===== config.mk =====
export PLATFORM = sky130hd
export DESIGN_NAME = sdmac_top
export DESIGN_NICKNAME = d
export VERILOG_FILES = /design/src/sdmac_pkg.sv /design/src/dma_engine.sv /design/src/scsi_fifo.sv /design/src/sdmac_regs.sv /design/src/sdmac_top.sv
export SDC_FILE = /design/constraint.sdc
export NUM_CORES = 1
export LEC_CHECK = 0
export BUFFER_PORTS_ARGS = -buffer_cell sky130_fd_sc_hd__buf_2
export CAP_MARGIN = 5
export CORE_MARGIN = 8
export CORE_UTILIZATION = 55
export CTS_BUF_LIST = sky130_fd_sc_hd__clkbuf_8
export DETAILED_ROUTE_END_ITERATION = 8
export GPL_ROUTABILITY_DRIVEN = 0
export PLACE_DENSITY_LB_ADDON = 0.08
export SLEW_MARGIN = 5
export SYNTH_ARGS = -nofsm -noshare
export SYNTH_HDL_FRONTEND = slang
export SYNTH_HIERARCHICAL = 1
export SYNTH_SLANG_ARGS = --single-unit

===== constraint.sdc =====
create_clock -name CLK -period 7 [get_ports CLK]
set_input_delay 1.05 -clock CLK [delete_from_list [all_inputs] [get_ports CLK]]
set_output_delay 1.05 -clock CLK [all_outputs]
set_load 0.03 [all_outputs]

===== src/sdmac_pkg.sv =====
`default_nettype none

package sdmac_pkg;

    // Word offsets, CPU address bits [6:2]
    localparam logic [4:0] REG_DAWR   = 5'h00;
    localparam logic [4:0] REG_WTC    = 5'h01;
    localparam logic [4:0] REG_CNTR   = 5'h02;
    localparam logic [4:0] REG_ACR    = 5'h03;
    localparam logic [4:0] REG_ST_DMA = 5'h04;
    localparam logic [4:0] REG_FLUSH  = 5'h05;
    localparam logic [4:0] REG_CINT   = 5'h06;
    localparam logic [4:0] REG_ISTR   = 5'h07;
    localparam logic [4:0] REG_TEST   = 5'h08;
    localparam logic [4:0] REG_SP_DMA = 5'h0F;

    localparam logic [31:0] TEST_RESET = 32'h5555_5555;

    typedef struct packed {
        logic        cyc;
        logic        stb;
        logic        we;
        logic [31:0] adr;
        logic [31:0] dat;
    } wb_req_t;

    typedef struct packed {
        logic        ack;
        logic [31:0] dat;
    } wb_rsp_t;

    typedef struct packed {
        logic [3:0] spare;           // Stored only
        logic       tc_int_enable;   // Bit 1
        logic       dma_enable;      // Bit 0
    } cntr_t;

    typedef struct packed {
        logic [3:0] reserved;
        logic       int_pending;     // Bit 4
        logic       terminal_count;
        logic       dma_active;
        logic       fifo_full;
        logic       fifo_empty;      // Bit 0
    } istr_t;

    // Register block to engine
    typedef struct packed {
        logic        start;
        logic        stop;
        logic        flush;
        logic        clr_int;
        cntr_t       cntr;
        logic [23:0] wtc;
        logic [31:0] acr;
    } dma_cmd_t;

    // Engine to register block, live counters
    typedef struct packed {
        istr_t       istr;
        logic [23:0] count;
        logic [31:0] addr;
    } dma_stat_t;

    typedef struct packed {
        logic       valid;
        logic [7:0] data;
    } scsi_byte_t;

endpackage

`default_nettype wire


===== src/dma_engine.sv =====
`timescale 1ns/1ps
`default_nettype none

module dma_engine (
    input  wire logic                 CLK,
    input  wire logic                 _AS,
    input  wire sdmac_pkg::dma_cmd_t  dma_cmd,
    output sdmac_pkg::dma_stat_t      dma_stat,
    input  wire logic                 word_valid,
    input  wire logic [31:0]          word_data,
    output logic                      word_pop,
    input  wire logic                 fifo_full,
    input  wire logic                 fifo_empty,
    output sdmac_pkg::wb_req_t        mem_req,
    input  wire sdmac_pkg::wb_rsp_t   mem_rsp,
    output logic                      irq
);

    typedef enum logic [1:0] {
        ST_IDLE,
        ST_WAIT_WORD,
        ST_BUS_WRITE
    } state_t;

    state_t      state_q;
    logic [23:0] count_q;                 // Words still to move
    logic [31:0] addr_q;
    logic [31:0] wdata_q;
    logic        tc_q;
    logic        stop_pend_q;             // Stop seen during a bus cycle

    logic        go;
    logic        wr_done;

    assign go      = dma_cmd.start && dma_cmd.cntr.dma_enable && (dma_cmd.wtc != 24'h0);
    assign wr_done = (state_q == ST_BUS_WRITE) && mem_rsp.ack;
    assign word_pop = wr_done;            // Head word leaves the FIFO on ack

    always_ff @(posedge CLK or posedge _AS) begin
        if (_AS) begin
            state_q     <= ST_IDLE;
            count_q     <= '0;
            addr_q      <= '0;
            tc_q        <= 1'b0;
            stop_pend_q <= 1'b0;
        end else begin
            if (dma_cmd.clr_int) begin
                tc_q <= 1'b0;
            end

            case (state_q)
                ST_IDLE: begin
                    stop_pend_q <= 1'b0;
                    if (go) begin
                        count_q <= dma_cmd.wtc;
                        addr_q  <= dma_cmd.acr;
                        state_q <= ST_WAIT_WORD;
                    end
                end

                ST_WAIT_WORD: begin
                    if (dma_cmd.stop) begin
                        state_q <= ST_IDLE;
                    end else if (word_valid) begin
                        state_q <= ST_BUS_WRITE;
                    end
                end

                ST_BUS_WRITE: begin
                    if (dma_cmd.stop) begin
                        stop_pend_q <= 1'b1;
                    end
                    if (wr_done) begin
                        count_q <= count_q - 24'd1;
                        addr_q  <= addr_q + 32'd4;
                        if (count_q == 24'd1) begin
                            tc_q    <= 1'b1;   // Last word written
                            state_q <= ST_IDLE;
                        end else if (stop_pend_q || dma_cmd.stop) begin
                            state_q <= ST_IDLE;
                        end else begin
                            state_q <= ST_WAIT_WORD;
                        end
                    end
                end

                default: state_q <= ST_IDLE;
            endcase
        end
    end

    // Bus data held steady for the whole write cycle
    always_ff @(posedge CLK) begin
        if ((state_q == ST_WAIT_WORD) && word_valid) begin
            wdata_q <= word_data;
        end
    end

    always_comb begin
        mem_req.cyc = (state_q == ST_BUS_WRITE);
        mem_req.stb = (state_q == ST_BUS_WRITE);
        mem_req.we  = (state_q == ST_BUS_WRITE);
        mem_req.adr = addr_q;
        mem_req.dat = wdata_q;
    end

    always_comb begin
        dma_stat.istr.reserved       = 4'h0;
        dma_stat.istr.int_pending    = tc_q & dma_cmd.cntr.tc_int_enable;
        dma_stat.istr.terminal_count = tc_q;
        dma_stat.istr.dma_active     = (state_q != ST_IDLE);
        dma_stat.istr.fifo_full      = fifo_full;
        dma_stat.istr.fifo_empty     = fifo_empty;
        dma_stat.count               = count_q;
        dma_stat.addr                = addr_q;
    end

    assign irq = dma_stat.istr.int_pending;

endmodule

`default_nettype wire


===== src/scsi_fifo.sv =====
`timescale 1ns/1ps
`default_nettype none

module scsi_fifo #(
    parameter int FIFO_DEPTH = 4
) (
    input  wire logic                  CLK,
    input  wire logic                  _AS,
    input  wire sdmac_pkg::scsi_byte_t scsi_in,
    output logic                       scsi_ready,
    input  wire logic                  flush,
    input  wire logic                  word_pop,
    output logic                       word_valid,
    output logic [31:0]                word_data,
    output logic                       fifo_full,
    output logic                       fifo_empty
);

    localparam int AW = $clog2(FIFO_DEPTH);

    logic [23:0] pack_q;                  // Earlier bytes of the current word
    logic [1:0]  nbytes_q;                // Bytes held in pack_q
    logic [AW:0] wr_ptr_q;                // Extra bit tells full from empty
    logic [AW:0] rd_ptr_q;
    logic [31:0] buf_q [FIFO_DEPTH];

    logic        take;
    logic        push;
    logic        pop;

    assign fifo_empty = (wr_ptr_q == rd_ptr_q);
    assign fifo_full  = (wr_ptr_q[AW] != rd_ptr_q[AW]) &&
                        (wr_ptr_q[AW-1:0] == rd_ptr_q[AW-1:0]);

    // Stall only a fourth byte with nowhere to go
    assign scsi_ready = !(fifo_full && (nbytes_q == 2'd3));
    assign take       = scsi_in.valid && scsi_ready;
    assign push       = take && (nbytes_q == 2'd3);
    assign pop        = word_pop && !fifo_empty;

    assign word_valid = !fifo_empty;
    assign word_data  = buf_q[rd_ptr_q[AW-1:0]];

    always_ff @(posedge CLK or posedge _AS) begin
        if (_AS) begin
            nbytes_q <= '0;
            wr_ptr_q <= '0;
            rd_ptr_q <= '0;
        end else if (flush) begin
            // Buffer and partial word both dropped
            nbytes_q <= '0;
            wr_ptr_q <= '0;
            rd_ptr_q <= '0;
        end else begin
            if (take) begin
                nbytes_q <= nbytes_q + 2'd1;    // Wraps after the fourth byte
            end
            if (push) begin
                wr_ptr_q <= wr_ptr_q + 1'b1;
            end
            if (pop) begin
                rd_ptr_q <= rd_ptr_q + 1'b1;
            end
        end
    end

    // Big-endian packing, first byte ends up in [31:24]
    always_ff @(posedge CLK) begin
        if (take) begin
            pack_q <= {pack_q[15:0], scsi_in.data};
        end
        if (push && !flush) begin
            buf_q[wr_ptr_q[AW-1:0]] <= {pack_q, scsi_in.data};
        end
    end

endmodule

`default_nettype wire


===== src/sdmac_regs.sv =====
`timescale 1ns/1ps
`default_nettype none

module sdmac_regs (
    input  wire logic                 CLK,
    input  wire logic                 _AS,
    input  wire sdmac_pkg::wb_req_t   cpu_req,
    output sdmac_pkg::wb_rsp_t        cpu_rsp,
    input  wire sdmac_pkg::dma_stat_t dma_stat,
    output sdmac_pkg::dma_cmd_t       dma_cmd
);

    logic [4:0]       offs;
    logic             access;
    logic             ack_q;
    logic [31:0]      rdata_q;
    logic [31:0]      rd_mux;

    logic [1:0]       dawr_q;
    logic [23:0]      wtc_q;
    sdmac_pkg::cntr_t cntr_q;
    logic [31:0]      acr_q;
    logic [31:0]      test_q;

    // Set once the engine has run, cleared by a CPU write
    logic             wtc_live_q;
    logic             acr_live_q;

    logic             start_q;
    logic             stop_q;
    logic             flush_q;
    logic             cint_q;

    assign offs   = cpu_req.adr[6:2];
    assign access = cpu_req.cyc & cpu_req.stb & ~ack_q;   // First cycle of a bus cycle

    always_comb begin
        case (offs)
            sdmac_pkg::REG_WTC:
                rd_mux = wtc_live_q ? {8'h00, dma_stat.count} : {8'h00, wtc_q};
            sdmac_pkg::REG_CNTR:
                rd_mux = {26'h0, cntr_q};
            sdmac_pkg::REG_ACR:
                rd_mux = acr_live_q ? dma_stat.addr : acr_q;
            sdmac_pkg::REG_ISTR:
                rd_mux = {23'h0, dma_stat.istr};
            sdmac_pkg::REG_TEST:
                rd_mux = test_q;
            default:
                rd_mux = 32'h0;                            // DAWR, strobes, unlisted
        endcase
    end

    always_ff @(posedge CLK or posedge _AS) begin
        if (_AS) begin
            ack_q      <= 1'b0;
            start_q    <= 1'b0;
            stop_q     <= 1'b0;
            flush_q    <= 1'b0;
            cint_q     <= 1'b0;
            dawr_q     <= '0;
            wtc_q      <= '0;
            cntr_q     <= '0;
            acr_q      <= '0;
            test_q     <= sdmac_pkg::TEST_RESET;
            wtc_live_q <= 1'b0;
            acr_live_q <= 1'b0;
        end else begin
            ack_q   <= access;
            // Read or write both fire the strobe
            start_q <= access && (offs == sdmac_pkg::REG_ST_DMA);
            stop_q  <= access && (offs == sdmac_pkg::REG_SP_DMA);
            flush_q <= access && (offs == sdmac_pkg::REG_FLUSH);
            cint_q  <= access && (offs == sdmac_pkg::REG_CINT);

            if (dma_stat.istr.dma_active) begin
                wtc_live_q <= 1'b1;
                acr_live_q <= 1'b1;
            end

            if (access && cpu_req.we) begin
                case (offs)
                    sdmac_pkg::REG_DAWR: dawr_q <= cpu_req.dat[1:0];
                    sdmac_pkg::REG_WTC: begin
                        wtc_q      <= cpu_req.dat[23:0];
                        wtc_live_q <= 1'b0;
                    end
                    sdmac_pkg::REG_CNTR: cntr_q <= cpu_req.dat[5:0];
                    sdmac_pkg::REG_ACR: begin
                        acr_q      <= cpu_req.dat;
                        acr_live_q <= 1'b0;
                    end
                    sdmac_pkg::REG_TEST: test_q <= cpu_req.dat;
                    default: ;                             // ISTR and unlisted ignored
                endcase
            end
        end
    end

    // Read data lines up with ack
    always_ff @(posedge CLK) begin
        if (access) begin
            rdata_q <= rd_mux;
        end
    end

    always_comb begin
        cpu_rsp.ack = ack_q;
        cpu_rsp.dat = rdata_q;
    end

    always_comb begin
        dma_cmd.start   = start_q;
        dma_cmd.stop    = stop_q;
        dma_cmd.flush   = flush_q;
        dma_cmd.clr_int = cint_q;
        dma_cmd.cntr    = cntr_q;
        dma_cmd.wtc     = wtc_q;
        dma_cmd.acr     = acr_q;
    end

endmodule

`default_nettype wire


===== src/sdmac_top.sv =====
`timescale 1ns/1ps
`default_nettype none

module sdmac_top #(
    parameter int FIFO_DEPTH = 4          // Words, power of two
) (
    input  wire logic                  CLK,
    input  wire logic                  _AS,
    input  wire sdmac_pkg::wb_req_t    cpu_req,
    output sdmac_pkg::wb_rsp_t         cpu_rsp,
    input  wire sdmac_pkg::scsi_byte_t scsi_in,
    output logic                       scsi_ready,
    output sdmac_pkg::wb_req_t         mem_req,
    input  wire sdmac_pkg::wb_rsp_t    mem_rsp,
    output logic                       irq
);

    sdmac_pkg::dma_cmd_t  dma_cmd;
    sdmac_pkg::dma_stat_t dma_stat;

    logic        word_valid;
    logic [31:0] word_data;
    logic        word_pop;
    logic        fifo_full;
    logic        fifo_empty;

    sdmac_regs u_regs (
        .CLK      (CLK),
        ._AS      (_AS),
        .cpu_req  (cpu_req),
        .cpu_rsp  (cpu_rsp),
        .dma_stat (dma_stat),
        .dma_cmd  (dma_cmd)
    );

    scsi_fifo #(
        .FIFO_DEPTH (FIFO_DEPTH)
    ) u_fifo (
        .CLK        (CLK),
        ._AS        (_AS),
        .scsi_in    (scsi_in),
        .scsi_ready (scsi_ready),
        .flush      (dma_cmd.flush),
        .word_pop   (word_pop),
        .word_valid (word_valid),
        .word_data  (word_data),
        .fifo_full  (fifo_full),
        .fifo_empty (fifo_empty)
    );

    dma_engine u_engine (
        .CLK        (CLK),
        ._AS        (_AS),
        .dma_cmd    (dma_cmd),
        .dma_stat   (dma_stat),
        .word_valid (word_valid),
        .word_data  (word_data),
        .word_pop   (word_pop),
        .fifo_full  (fifo_full),
        .fifo_empty (fifo_empty),
        .mem_req    (mem_req),
        .mem_rsp    (mem_rsp),
        .irq        (irq)
    );

endmodule

`default_nettype wire


Word level (Yosys, flattened, before mapping)
Memories as Yosys holds them, arrays and structs flattened. A register that Yosys moved wholly into a read port is not among the register bits.
Cells that the tools add are included.
Word-level totals
  memories kept: 1
  word-level logic and storage cells: 122
  flip-flop bits (word level): 225
  RAM bits: 128
Memory list
  u_fifo.buf_q: words 4, width 32, rd ports 1, clocked after Yosys merged registers in 1, wr ports 1, line scsi_fifo.sv:25  | logic [31:0] buf_q [FIFO_DEPTH];
Cells by class
  reductions and logical operators: 33
  add/subtract/negate cells: 5
  equality and inequality tests: 20
  bitwise logic cells: 4
  mux-type cells: 36
Operators by type and width (number)
  $pmux 32 s5: 1
  $mux 32: 3
  $mux 24: 3
  $pmux 32 s2: 1
  $pmux 24 s2: 1
  $add 32x3->32 const B: 1
  $eq 24x1->1 const B: 1
  $reduce_bool 24->1: 1
  $sub 24x1->24 const B: 1
  $eq 5x3->1 const B: 4
  $logic_and 1x1->1: 15
  $mux 1: 14
  $mux 2: 7
  $mux 3: 4
  $eq 5x2->1 const B: 2
  $eq 5x4->1 const B: 2
  $reduce_and 2->1: 5
  $reduce_bool 2->1: 5
  $add 3x1->3 const B: 2
  $ne 2x1->1 const B: 3
  $pmux 2 s3: 1
  $reduce_and 3->1: 2
  $eq 5x1->1 const B: 1
  $eq 2x2->1 const B: 2
  other kinds (12): 16

Depth between registers and ports, before layout
Gate-level depths: netlist of run 1.
  word-level depth: 9
  mapped depth: 9
  gate-level depth less buffers: 7

Modules after synthesis
The synthesis of run 1 kept the hierarchy.
By module, submodules not included
  sdmac_regs: area each 6093.3 µm², times used 1, sequential area each 3508.4 µm², cells an instance 423
  scsi_fifo: area each 6022.0 µm², times used 1, sequential area each 4764.6 µm², cells an instance 260
  dma_engine: area each 4987.3 µm², times used 1, sequential area each 2462.4 µm², cells an instance 525

Worst setup path before layout of run 1
Ideal clock, no wire load.
  path kind: input -> register
  start: input scsi_in[8] (netlist bit)
  end: memory u_fifo.buf_q[0][0], enable pin
  cell stages on the path: 3
  buffers on the path: 0
  slack: 2.767 ns
  arrival: 3.765 ns
  setup time: 0.468 ns
  path through: nand2_1 -> a31o_2 -> nor3b_1
On the way
  cells in the longest elaborated chain, start to end: 5
Ends and longest elaborated chain
  from (decl): line sdmac_top.sv:11  | input wire sdmac_pkg::scsi_byte_t scsi_in,
  $logic_and 1x1->1: line scsi_fifo.sv:37  | assign take = scsi_in.valid && scsi_ready;
  $logic_and 1x1->1: line scsi_fifo.sv:38  | assign push = take && (nbytes_q == 2'd3);
  $logic_and 1x1->1: line scsi_fifo.sv:72  | if (push && !flush) begin
  $mux 1: line scsi_fifo.sv:72
  $mux 1 (implied by the code): line scsi_fifo.sv:73  | buf_q[wr_ptr_q[AW-1:0]] <= {pack_q, scsi_in.data};
  to (decl): line scsi_fifo.sv:25
No other way between the ends.

==> out/results.env, run 1 <==
OUTCOME='finished, final reports clean'
WORSTREG2REGSTART='u_regs/ack_q'
POSTROUTEANTENNANETS=0
POST-ROUTE-MIN-PERIOD_NS=3.44
REGISTER_AREA_UM2=10700
DOMINANTREGCELLSYNTH='sky130_fd_sc_hd__edfxtp_1'
HOLD_PATH_CLASS='flop to flop'
MAX-SLEW-MARGIN-REL_PCT=21.9
POST_DP_CELL_AREA_UM2=17900
WORST-SLEW-PIN-TRANSITION_NS=1.17
P_SEQ_SHARE_PCT=50.9
START_UTIL_PCT=55.9
CRIT_FANOUT=39
FINAL.SETUP_SKEW_NS=0.0313
MAPPEDNETLISTAREA_UM2=17100
NET_SWITCHING_FRACTION_OF_THE_POWER_PCT=29.9
SEQUENTIAL_ELEMENT_SHARE_OF_THE_SYNTHESIZED_AREA_PCT=62.8
POWER_FRAC_COMB_PCT=18.7
LEAKAGEPOWER_nW=7.84
MULTI_INPUT_AREA_UM2=5660
CTS_POST_SETUP_BUFFERS_INSERTED=0
CTS_HOLD_BUF=0
GRT_PASS1_WL_UM=61700
NUMBER_OF_ANTENNA_VIOLATIONS_AT_THE_FIRST_CHECK_IN_GLOBAL_ROUTING=1
MAXIMUM_NUMBER_OF_PINS_ON_ONE_NET_BEFORE_GLOBAL_ROUTE_REPAIR=69
SETUP_VIOL=0
GRT_OVERFLOW=0
FIRST_PASS_ITERS=5
SYNTH.DISTINCT_CELLS=82
AREA_DELTA_SYNTH_FINAL_PCT=11.3
TOP_CELL_TYPE_S_SHARE_OF_SYNTHESIZED_AREA_PCT=37.9
CRIT_PATH_LAUNCH='u_engine/state_q[0]'
FIRST_GLOBAL_VIAS=10900
POST_DETAILED_PLACEMENT_HALF_PERIMETER_WIRELENGTH_UM=25000
IO_PINS=213
NFILLCELLS=2439
LAYOUT.CELLS.MOST_COMMON='sky130_fd_sc_hd__edfxtp_1'
TOTAL_DIE_AREA_UM2=37000
ROW_COUNT=64
POSTLAYOUTCOREUTIL_PCT=62.2
ROOT_BUF_CELL='sky130_fd_sc_hd__clkbuf_8'
UNREPAIRED_SETUP_ENDPOINTS_AFTER_GLOBAL_ROUTING='false'
CLOCK_POWER_SHARE_PCT=30.4
WORST_HOLD_SLACK_NS=0.421
CRITPATHCAPTURETYPE='output port'
DR_TOTAL_VIAS=10600
CELLPOWERDENSITY_nW_PER_UM2=299
HOLD_PATH_START='u_regs/cint_q'
DIE_HEIGHT_UM=192
SYN-MEAN-INSTANCE-AREA_UM2=14.2
CLOCK_SINK_COUNT=385
WORSTSKEWPAIRLATENCY_NS=0.62
CTS.REPAIR.RESIZED=0
SYNTH-EDFF-COUNT=216
NET-SWITCHING-POWER_mW=1.71
CRIT_START_CATEGORY='flop'
N_ANTENNA_CELL=0
NUMBER_OF_CLOCK_BUFFERS_INSERTED_BY_TRITONCTS=61
NNETSFINAL=1458
INITIAL_DRT_MARKERS=682
POST_ROUTE_CELLS_DRIVE_ABOVE_1_SHARE_PCT=32.4
MOST-COMMON-LAYOUT-CELLS='216 x sky130_fd_sc_hd__edfxtp_1, 153 x sky130_fd_sc_hd__buf_2, 151 x sky130_fd_sc_hd__dfrtp_1, 88 x sky130_fd_sc_hd__mux2_2, 75 x sky130_fd_sc_hd__nand2_1'
SETUP_TOTAL_NEGATIVE_SLACK_NS=0
TRACK_USAGE_PCT=21.3
VDD.IR_DROP.WORST_mV=0.258
HOLD_VIOLATIONS=0
DETAIL_ROUTE.DRC_VIOLATIONS=0
WL_PER_CELL_UM=22.2
CAP_VIOLATIONS=0
WORST-ENDPOINT-ARRIVAL_NS=2.39
ACHIEVABLE-FREQUENCY_MHz=290
CORE_REGION_AREA_UM2=30600
REPORT.FINAL.SLEW_VIOL_COUNT=0
FINAL.PERIOD_UTILIZATION_PCT=49.2
SYNTH_TOP_CELL_BY_AREA='sky130_fd_sc_hd__edfxtp_1'
SYNTH-WARNING-COUNT=6
CLOCK_PATH_BUFFERS=3
FP.DIEW_UM=192
SYNTHARSTFLOPSHARE_PCT=43.9
POSTSYNTHCELLCOUNT=1208
CP_DATA_REQUIRED_TIME_NS=5.95
YS_FF_LATCH=385
TRITONCTS='yes'
PORT-BUFFER-COUNT=153
HTREEDEPTH=2
WORST-SETUP-PATH-TYPE='flop to output port'
FIN_AREA_UM2=19000
CELLINTERNALPOWER_mW=3.99
AVGVIACOUNTPERCELL=5.97
CLK_TRANSITION_REPORTED_PATHS_NS=0.06
SYNTH.TOP_CELLS.BY_AREA='sky130_fd_sc_hd__edfxtp_1 38%, sky130_fd_sc_hd__dfrtp_1 22%, sky130_fd_sc_hd__mux2_2 5.8%'
FINALWIRELENGTH_UM=39500
-- flip-flops by register name (all words and copies together) (netlist names), 2 cells and up --
signal and cells:
u_fifo/buf_q 128, u_engine/addr_q 32, u_engine/wdata_q 32, u_regs/acr_q 32
u_regs/rdata_q 32, u_regs/test_q 32, u_engine/count_q 24, u_fifo/pack_q 24
u_regs/wtc_q 24, u_regs/dma_cmd 6, u_fifo/rd_ptr_q 3, u_fifo/wr_ptr_q 3
u_engine/state_q 2, u_fifo/nbytes_q 2
-- cell families after synthesis --
logic type,Yosys count,share of synthesized area (%)
compound gates,241,9.48
xor+xnor,6,0.439
fa+ha+maj,9,0.658
buf+inv,136,4.57
flops,385,62.8
mux,187,14.6
other cells,1,0.0219
simple gates,243,7.51
-- power by group through the flow --
stage / Combinational, mW / Clock (mW) / Sequential, mW
2_1_floorplan: 0.900 / 0 / 2.87
3_3_place_gp: 1.06 / 0 / 2.93
3_5_place_dp: 1.08 / 0 / 2.94
4_1_cts: 1.08 / 1.79 / 2.90
5_1_grt: 1.16 / 1.89 / 2.93
6_report: 1.07 / 1.73 / 2.90
-- cells in the mapped netlist (21+ instances only) --
| cell | instances |
|---|---|
| sky130_fd_sc_hd__o21ai_0 | 55 |
| sky130_fd_sc_hd__nor2_1 | 49 |
| sky130_fd_sc_hd__mux2i_1 | 44 |
| sky130_fd_sc_hd__mux2_2 | 88 |
| sky130_fd_sc_hd__nand2_1 | 76 |
| sky130_fd_sc_hd__buf_4 | 55 |
| sky130_fd_sc_hd__inv_1 | 23 |
| sky130_fd_sc_hd__nand3_1 | 31 |
| sky130_fd_sc_hd__mux2_4 | 21 |
| sky130_fd_sc_hd__dfrtp_1 | 153 |
| sky130_fd_sc_hd__a21oi_1 | 53 |
| sky130_fd_sc_hd__clkbuf_1 | 37 |
| sky130_fd_sc_hd__mux4_2 | 32 |
| sky130_fd_sc_hd__edfxtp_1 | 216 |
-- routing by layer --
metal / GRT usage, % / vias to the layer above / part of all wire [%]
met1: 26.6 / 5352 / 41
met3: 4.59 / 90 / 6.3
met5: 0 / - / 0.033
met2: 36.3 / 330 / 50
li1: - / 4850 / -
met4: 7.70 / 2 / 3.0
-- worst paths after layout --
| check | to | slack [ns] | depth (start not counted) |
|---|---|---|---|
| setup / recovery | mem_req[64] | 3.56 | 5 |
| hold / removal | u_engine/tc_q | 0.42 | 1 |
| setup reg to reg | u_regs/acr_q[10] | 3.97 | 6 |
| hold reg to reg | u_engine/tc_q | 0.42 | 1 |
| max in group asynchronous | u_regs/acr_live_q | 5.22 | 3 |
| min in group asynchronous | u_fifo/wr_ptr_q[1] | 0.44 | 2 |
-- cell type report --
class | instances | share of cell area [%]
clock buffers | 66 | 4.77
clock inverters | 44 | 1.07
inverters | 24 | 0.486
multi-input cells | 690 | 29.7
flip-flops and latches | 385 | 56.4
well taps | 396 | 2.60
repair buffers | 176 | 4.93
-- worst max-delay path: stages, from the launching register on --
cell	delay [ns]
sky130_fd_sc_hd__dfrtp_1	0.40
sky130_fd_sc_hd__inv_1	0.09
sky130_fd_sc_hd__nand2_2	0.06
sky130_fd_sc_hd__inv_2	0.42
sky130_fd_sc_hd__buf_4	0.50
sky130_fd_sc_hd__buf_2	0.29
-- stage by stage --
step | instances | setup slack [ns] | total power, mW
2_1_floorplan | 1211 | 2.77 | 3.77
3_3_place_gp | 1671 | 3.25 | 3.99
3_5_place_dp | 1671 | 3.20 | 4.02
4_1_cts | 1781 | 3.53 | 5.77
5_1_grt | 1781 | 3.39 | 5.99
6_report | 1781 | 3.56 | 5.70
No activity file was read; power rests on OpenSTA's default activity.
==> inputs of run 2 (changes only) <==
--- a/config.mk
+++ b/config.mk
@@ -5,6 +5,7 @@
 export SDC_FILE = /design/constraint.sdc
 export NUM_CORES = 1
 export LEC_CHECK = 0
+export ABC_AREA = 1
 export BUFFER_PORTS_ARGS = -buffer_cell sky130_fd_sc_hd__buf_2
 export CAP_MARGIN = 5
 export CORE_MARGIN = 8
==> constraint.sdc (replaced) <==
create_clock -name CLK -period 3.4 [get_ports CLK]
set_input_delay 0.51 -clock CLK [delete_from_list [all_inputs] [get_ports CLK]]
set_output_delay 0.51 -clock CLK [all_outputs]
set_load 0.03 [all_outputs]
==> out/results.env, run 2 <==
SYN-MEAN-INSTANCE-AREA_UM2=8.94
CP_DATA_REQUIRED_TIME_NS=2.89
LAYOUT.CELLS.MOST_COMMON='sky130_fd_sc_hd__nand2_1'
POWER_FRAC_COMB_PCT=33.5
SEQUENTIAL_ELEMENT_SHARE_OF_THE_SYNTHESIZED_AREA_PCT=58.6
HOLD_VIOLATIONS=0
SYNTH.DISTINCT_CELLS=40
WORSTSKEWPAIRLATENCY_NS=0.61
NUMBER_OF_CLOCK_BUFFERS_INSERTED_BY_TRITONCTS=66
LEAKAGEPOWER_nW=9.08
WL_PER_CELL_UM=18.1
CRIT_CHAIN='nor2_4, buf_4, buf_2'
NUMBER_OF_ANTENNA_VIOLATIONS_AT_THE_FIRST_CHECK_IN_GLOBAL_ROUTING=6
AREA_DELTA_SYNTH_FINAL_PCT=10.9
CTS.REPAIR.RESIZED=0
MAPPEDNETLISTAREA_UM2=18300
CRIT_PATH_MAX_INCR_DELAY_NS=0.44
FP.DIEW_UM=199
CRIT_FANOUT=43
SYNTH_TOP_CELL_BY_AREA='sky130_fd_sc_hd__edfxtp_1'
WORST-SLEW-PIN-TRANSITION_NS=1.08
DIE_HEIGHT_UM=199
HOLD_PATH_CLASS='primary input to flop'
MAXIMUM_NUMBER_OF_PINS_ON_ONE_NET_BEFORE_GLOBAL_ROUTE_REPAIR=66
IO_PINS=213
SYNTHARSTFLOPSHARE_PCT=43.9
P_SEQ_SHARE_PCT=41.9
DOMINANTREGCELLSYNTH='sky130_fd_sc_hd__edfxtp_1'
NNETSFINAL=2285
SYNTH_MOST_COMMON_CELL='sky130_fd_sc_hd__nand2_1'
VDD.IR_DROP.WORST_mV=0.614
CELLINTERNALPOWER_mW=9.35
TRACK_USAGE_PCT=24.5
NFILLCELLS=2945
NET_SWITCHING_FRACTION_OF_THE_POWER_PCT=40.4
START_UTIL_PCT=55.2
DR_TOTAL_VIAS=14400
CTS_HOLD_BUF=1
DETAIL_ROUTE.DRC_VIOLATIONS=0
MAX-SLEW-MARGIN-REL_PCT=27.6
CLOCK_SINK_COUNT=385
ROOT_BUF_CELL='sky130_fd_sc_hd__clkbuf_8'
UNREPAIRED_SETUP_ENDPOINTS_AFTER_GLOBAL_ROUTING='false'
CLOCK_PATH_BUFFERS=3
CELLPOWERDENSITY_nW_PER_UM2=772
SETUP_VIOL=0
CLK_TRANSITION_REPORTED_PATHS_NS=0.05
TOTAL_DIE_AREA_UM2=39400
HTREEDEPTH=3
REPORT.FINAL.SLEW_VIOL_COUNT=0
POST_DETAILED_PLACEMENT_HALF_PERIMETER_WIRELENGTH_UM=31400
FINAL.SETUP_SKEW_NS=0.0252
CRITPATHCAPTURETYPE='output port'
WORST-SETUP-PATH-TYPE='flop to output port'
AVGVIACOUNTPERCELL=5.41
CAP_VIOLATIONS=0
CRIT_START_CATEGORY='flop'
CTS_POST_SETUP_BUFFERS_INSERTED=0
POST_ROUTE_CELLS_DRIVE_ABOVE_1_SHARE_PCT=15.7
FIRST_GLOBAL_VIAS=13600
CRITICAL-PATH-SLOWEST-CELL='sky130_fd_sc_hd__buf_4'
FINALWIRELENGTH_UM=48100
OUTCOME='finished, final reports clean'
YS_FF_LATCH=385
ACHIEVABLE-FREQUENCY_MHz=406
CORE_REGION_AREA_UM2=33200
MOST-COMMON-LAYOUT-CELLS='633 x sky130_fd_sc_hd__nand2_1, 216 x sky130_fd_sc_hd__edfxtp_1, 200 x sky130_fd_sc_hd__inv_1, 182 x sky130_fd_sc_hd__nor2_1, 179 x sky130_fd_sc_hd__nand3_1'
NET-SWITCHING-POWER_mW=6.35
SYNTH-WARNING-COUNT=6
INITIAL_DRT_MARKERS=1420
POSTLAYOUTCOREUTIL_PCT=61.2
WORST-ENDPOINT-ARRIVAL_NS=1.95
FIRST_PASS_ITERS=6
TRITONCTS='yes'
POSTSYNTHCELLCOUNT=2048
POSTROUTEANTENNANETS=0
GRT_PASS1_WL_UM=75300
PORT-BUFFER-COUNT=153
POST-ROUTE-MIN-PERIOD_NS=2.46
TOP_CELL_TYPE_S_SHARE_OF_SYNTHESIZED_AREA_PCT=35.4
SETUP_TOTAL_NEGATIVE_SLACK_NS=0
FINAL.PERIOD_UTILIZATION_PCT=72.5
YS_TOP_CELLS_BY_COUNT='633 x sky130_fd_sc_hd__nand2_1, 216 x sky130_fd_sc_hd__edfxtp_1, 188 x sky130_fd_sc_hd__nor2_1, 179 x sky130_fd_sc_hd__nand3_1, 175 x sky130_fd_sc_hd__inv_1'
ROW_COUNT=67
CLOCK_POWER_SHARE_PCT=24.6
GRT_OVERFLOW=0
LARGEST_REGISTER_FFS=128
SYNTH.TOP_CELLS.BY_AREA='sky130_fd_sc_hd__edfxtp_1 35%, sky130_fd_sc_hd__dfrtp_1 21%, sky130_fd_sc_hd__nand2_1 13%'
SYNTH-EDFF-COUNT=216
==> run 2: final timing paths <==
kind                                     start                   to  slack, ns  cells past startpoint
min                                cpu_req[35]       u_regs/start_q       0.13                      2
max                        u_engine/state_q[0]          mem_req[66]       0.94                      3
max reg2reg                   u_regs/wtc_q[17]  u_engine/addr_q[26]       1.01                      9
min in group asynchronous                  _AS   u_fifo/nbytes_q[1]       0.47                      3
min reg2reg                      u_regs/cint_q        u_engine/tc_q       0.44                      1
max in group asynchronous                  _AS    u_regs/test_q[16]       1.99                      4
==> run 2: final cells by class <==
type | count | area [µm²] | share of cell area, %
clock inverter | 47 | 256 | 1.26
multi-input combinational | 1349 | 6130 | 30.2
tap | 448 | 561 | 2.76
sequential | 385 | 10700 | 52.8
clock buffer | 69 | 950 | 4.67
inverter | 184 | 693 | 3.41
timing repair buffer | 179 | 988 | 4.86
antenna | 3 | 7.51 | 0.0369
==> run 2: stage by stage <==
step	cells	total power [mW]	setup WS [ns]	area [µm²]	hold slack (ns)
2_1_floorplan	2051	10.5	0.269	18300	0.326
3_3_place_gp	2544	11.7	1.13	19100	0.423
3_5_place_dp	2544	11.9	1.09	19100	0.435
4_1_cts	2661	15.8	0.905	20300	0.0871
5_1_grt	2664	16.7	0.835	20300	0.122
6_report	2664	15.7	0.936	20300	0.134
==> run 2: worst max-delay path, delay by kind of cell (launching register included) <==
| family | cells | cell delay [ns] |
|---|---|---|
| buffers and inverters | 2 | 0.74 |
| and+or+nand+nor | 1 | 0.15 |
| DFF | 1 | 0.42 |
==> run 2: cell families after synthesis <==
kind of cell               synth area share, %
AOI/OAI and AO/OA                         7.55
xor gates and xnor gates                0.0478
adders and majority gates                0.615
buffers and inverters                     8.28
DFF                                       58.6
other                                   0.0205
and+or+nand+nor                           24.9
==> run 2: power groups by stage <==
stage	Combinational (mW)	Sequential, mW	Clock, mW
6_report	5.25	6.58	3.86
5_1_grt	5.87	6.67	4.16
4_1_cts	5.25	6.57	3.95
3_5_place_dp	5.23	6.66	0
3_3_place_gp	5.09	6.64	0
2_1_floorplan	3.83	6.69	0
==> run 2: metal layers <==
layer	global-route usage (%)	vias to the layer above	part of all wire, %
li1	-	6911	-
met4	8.18	0	2.1
met3	4.64	56	7.8
met2	38.5	509	47
met1	34.0	6942	43
met5	0	-	0
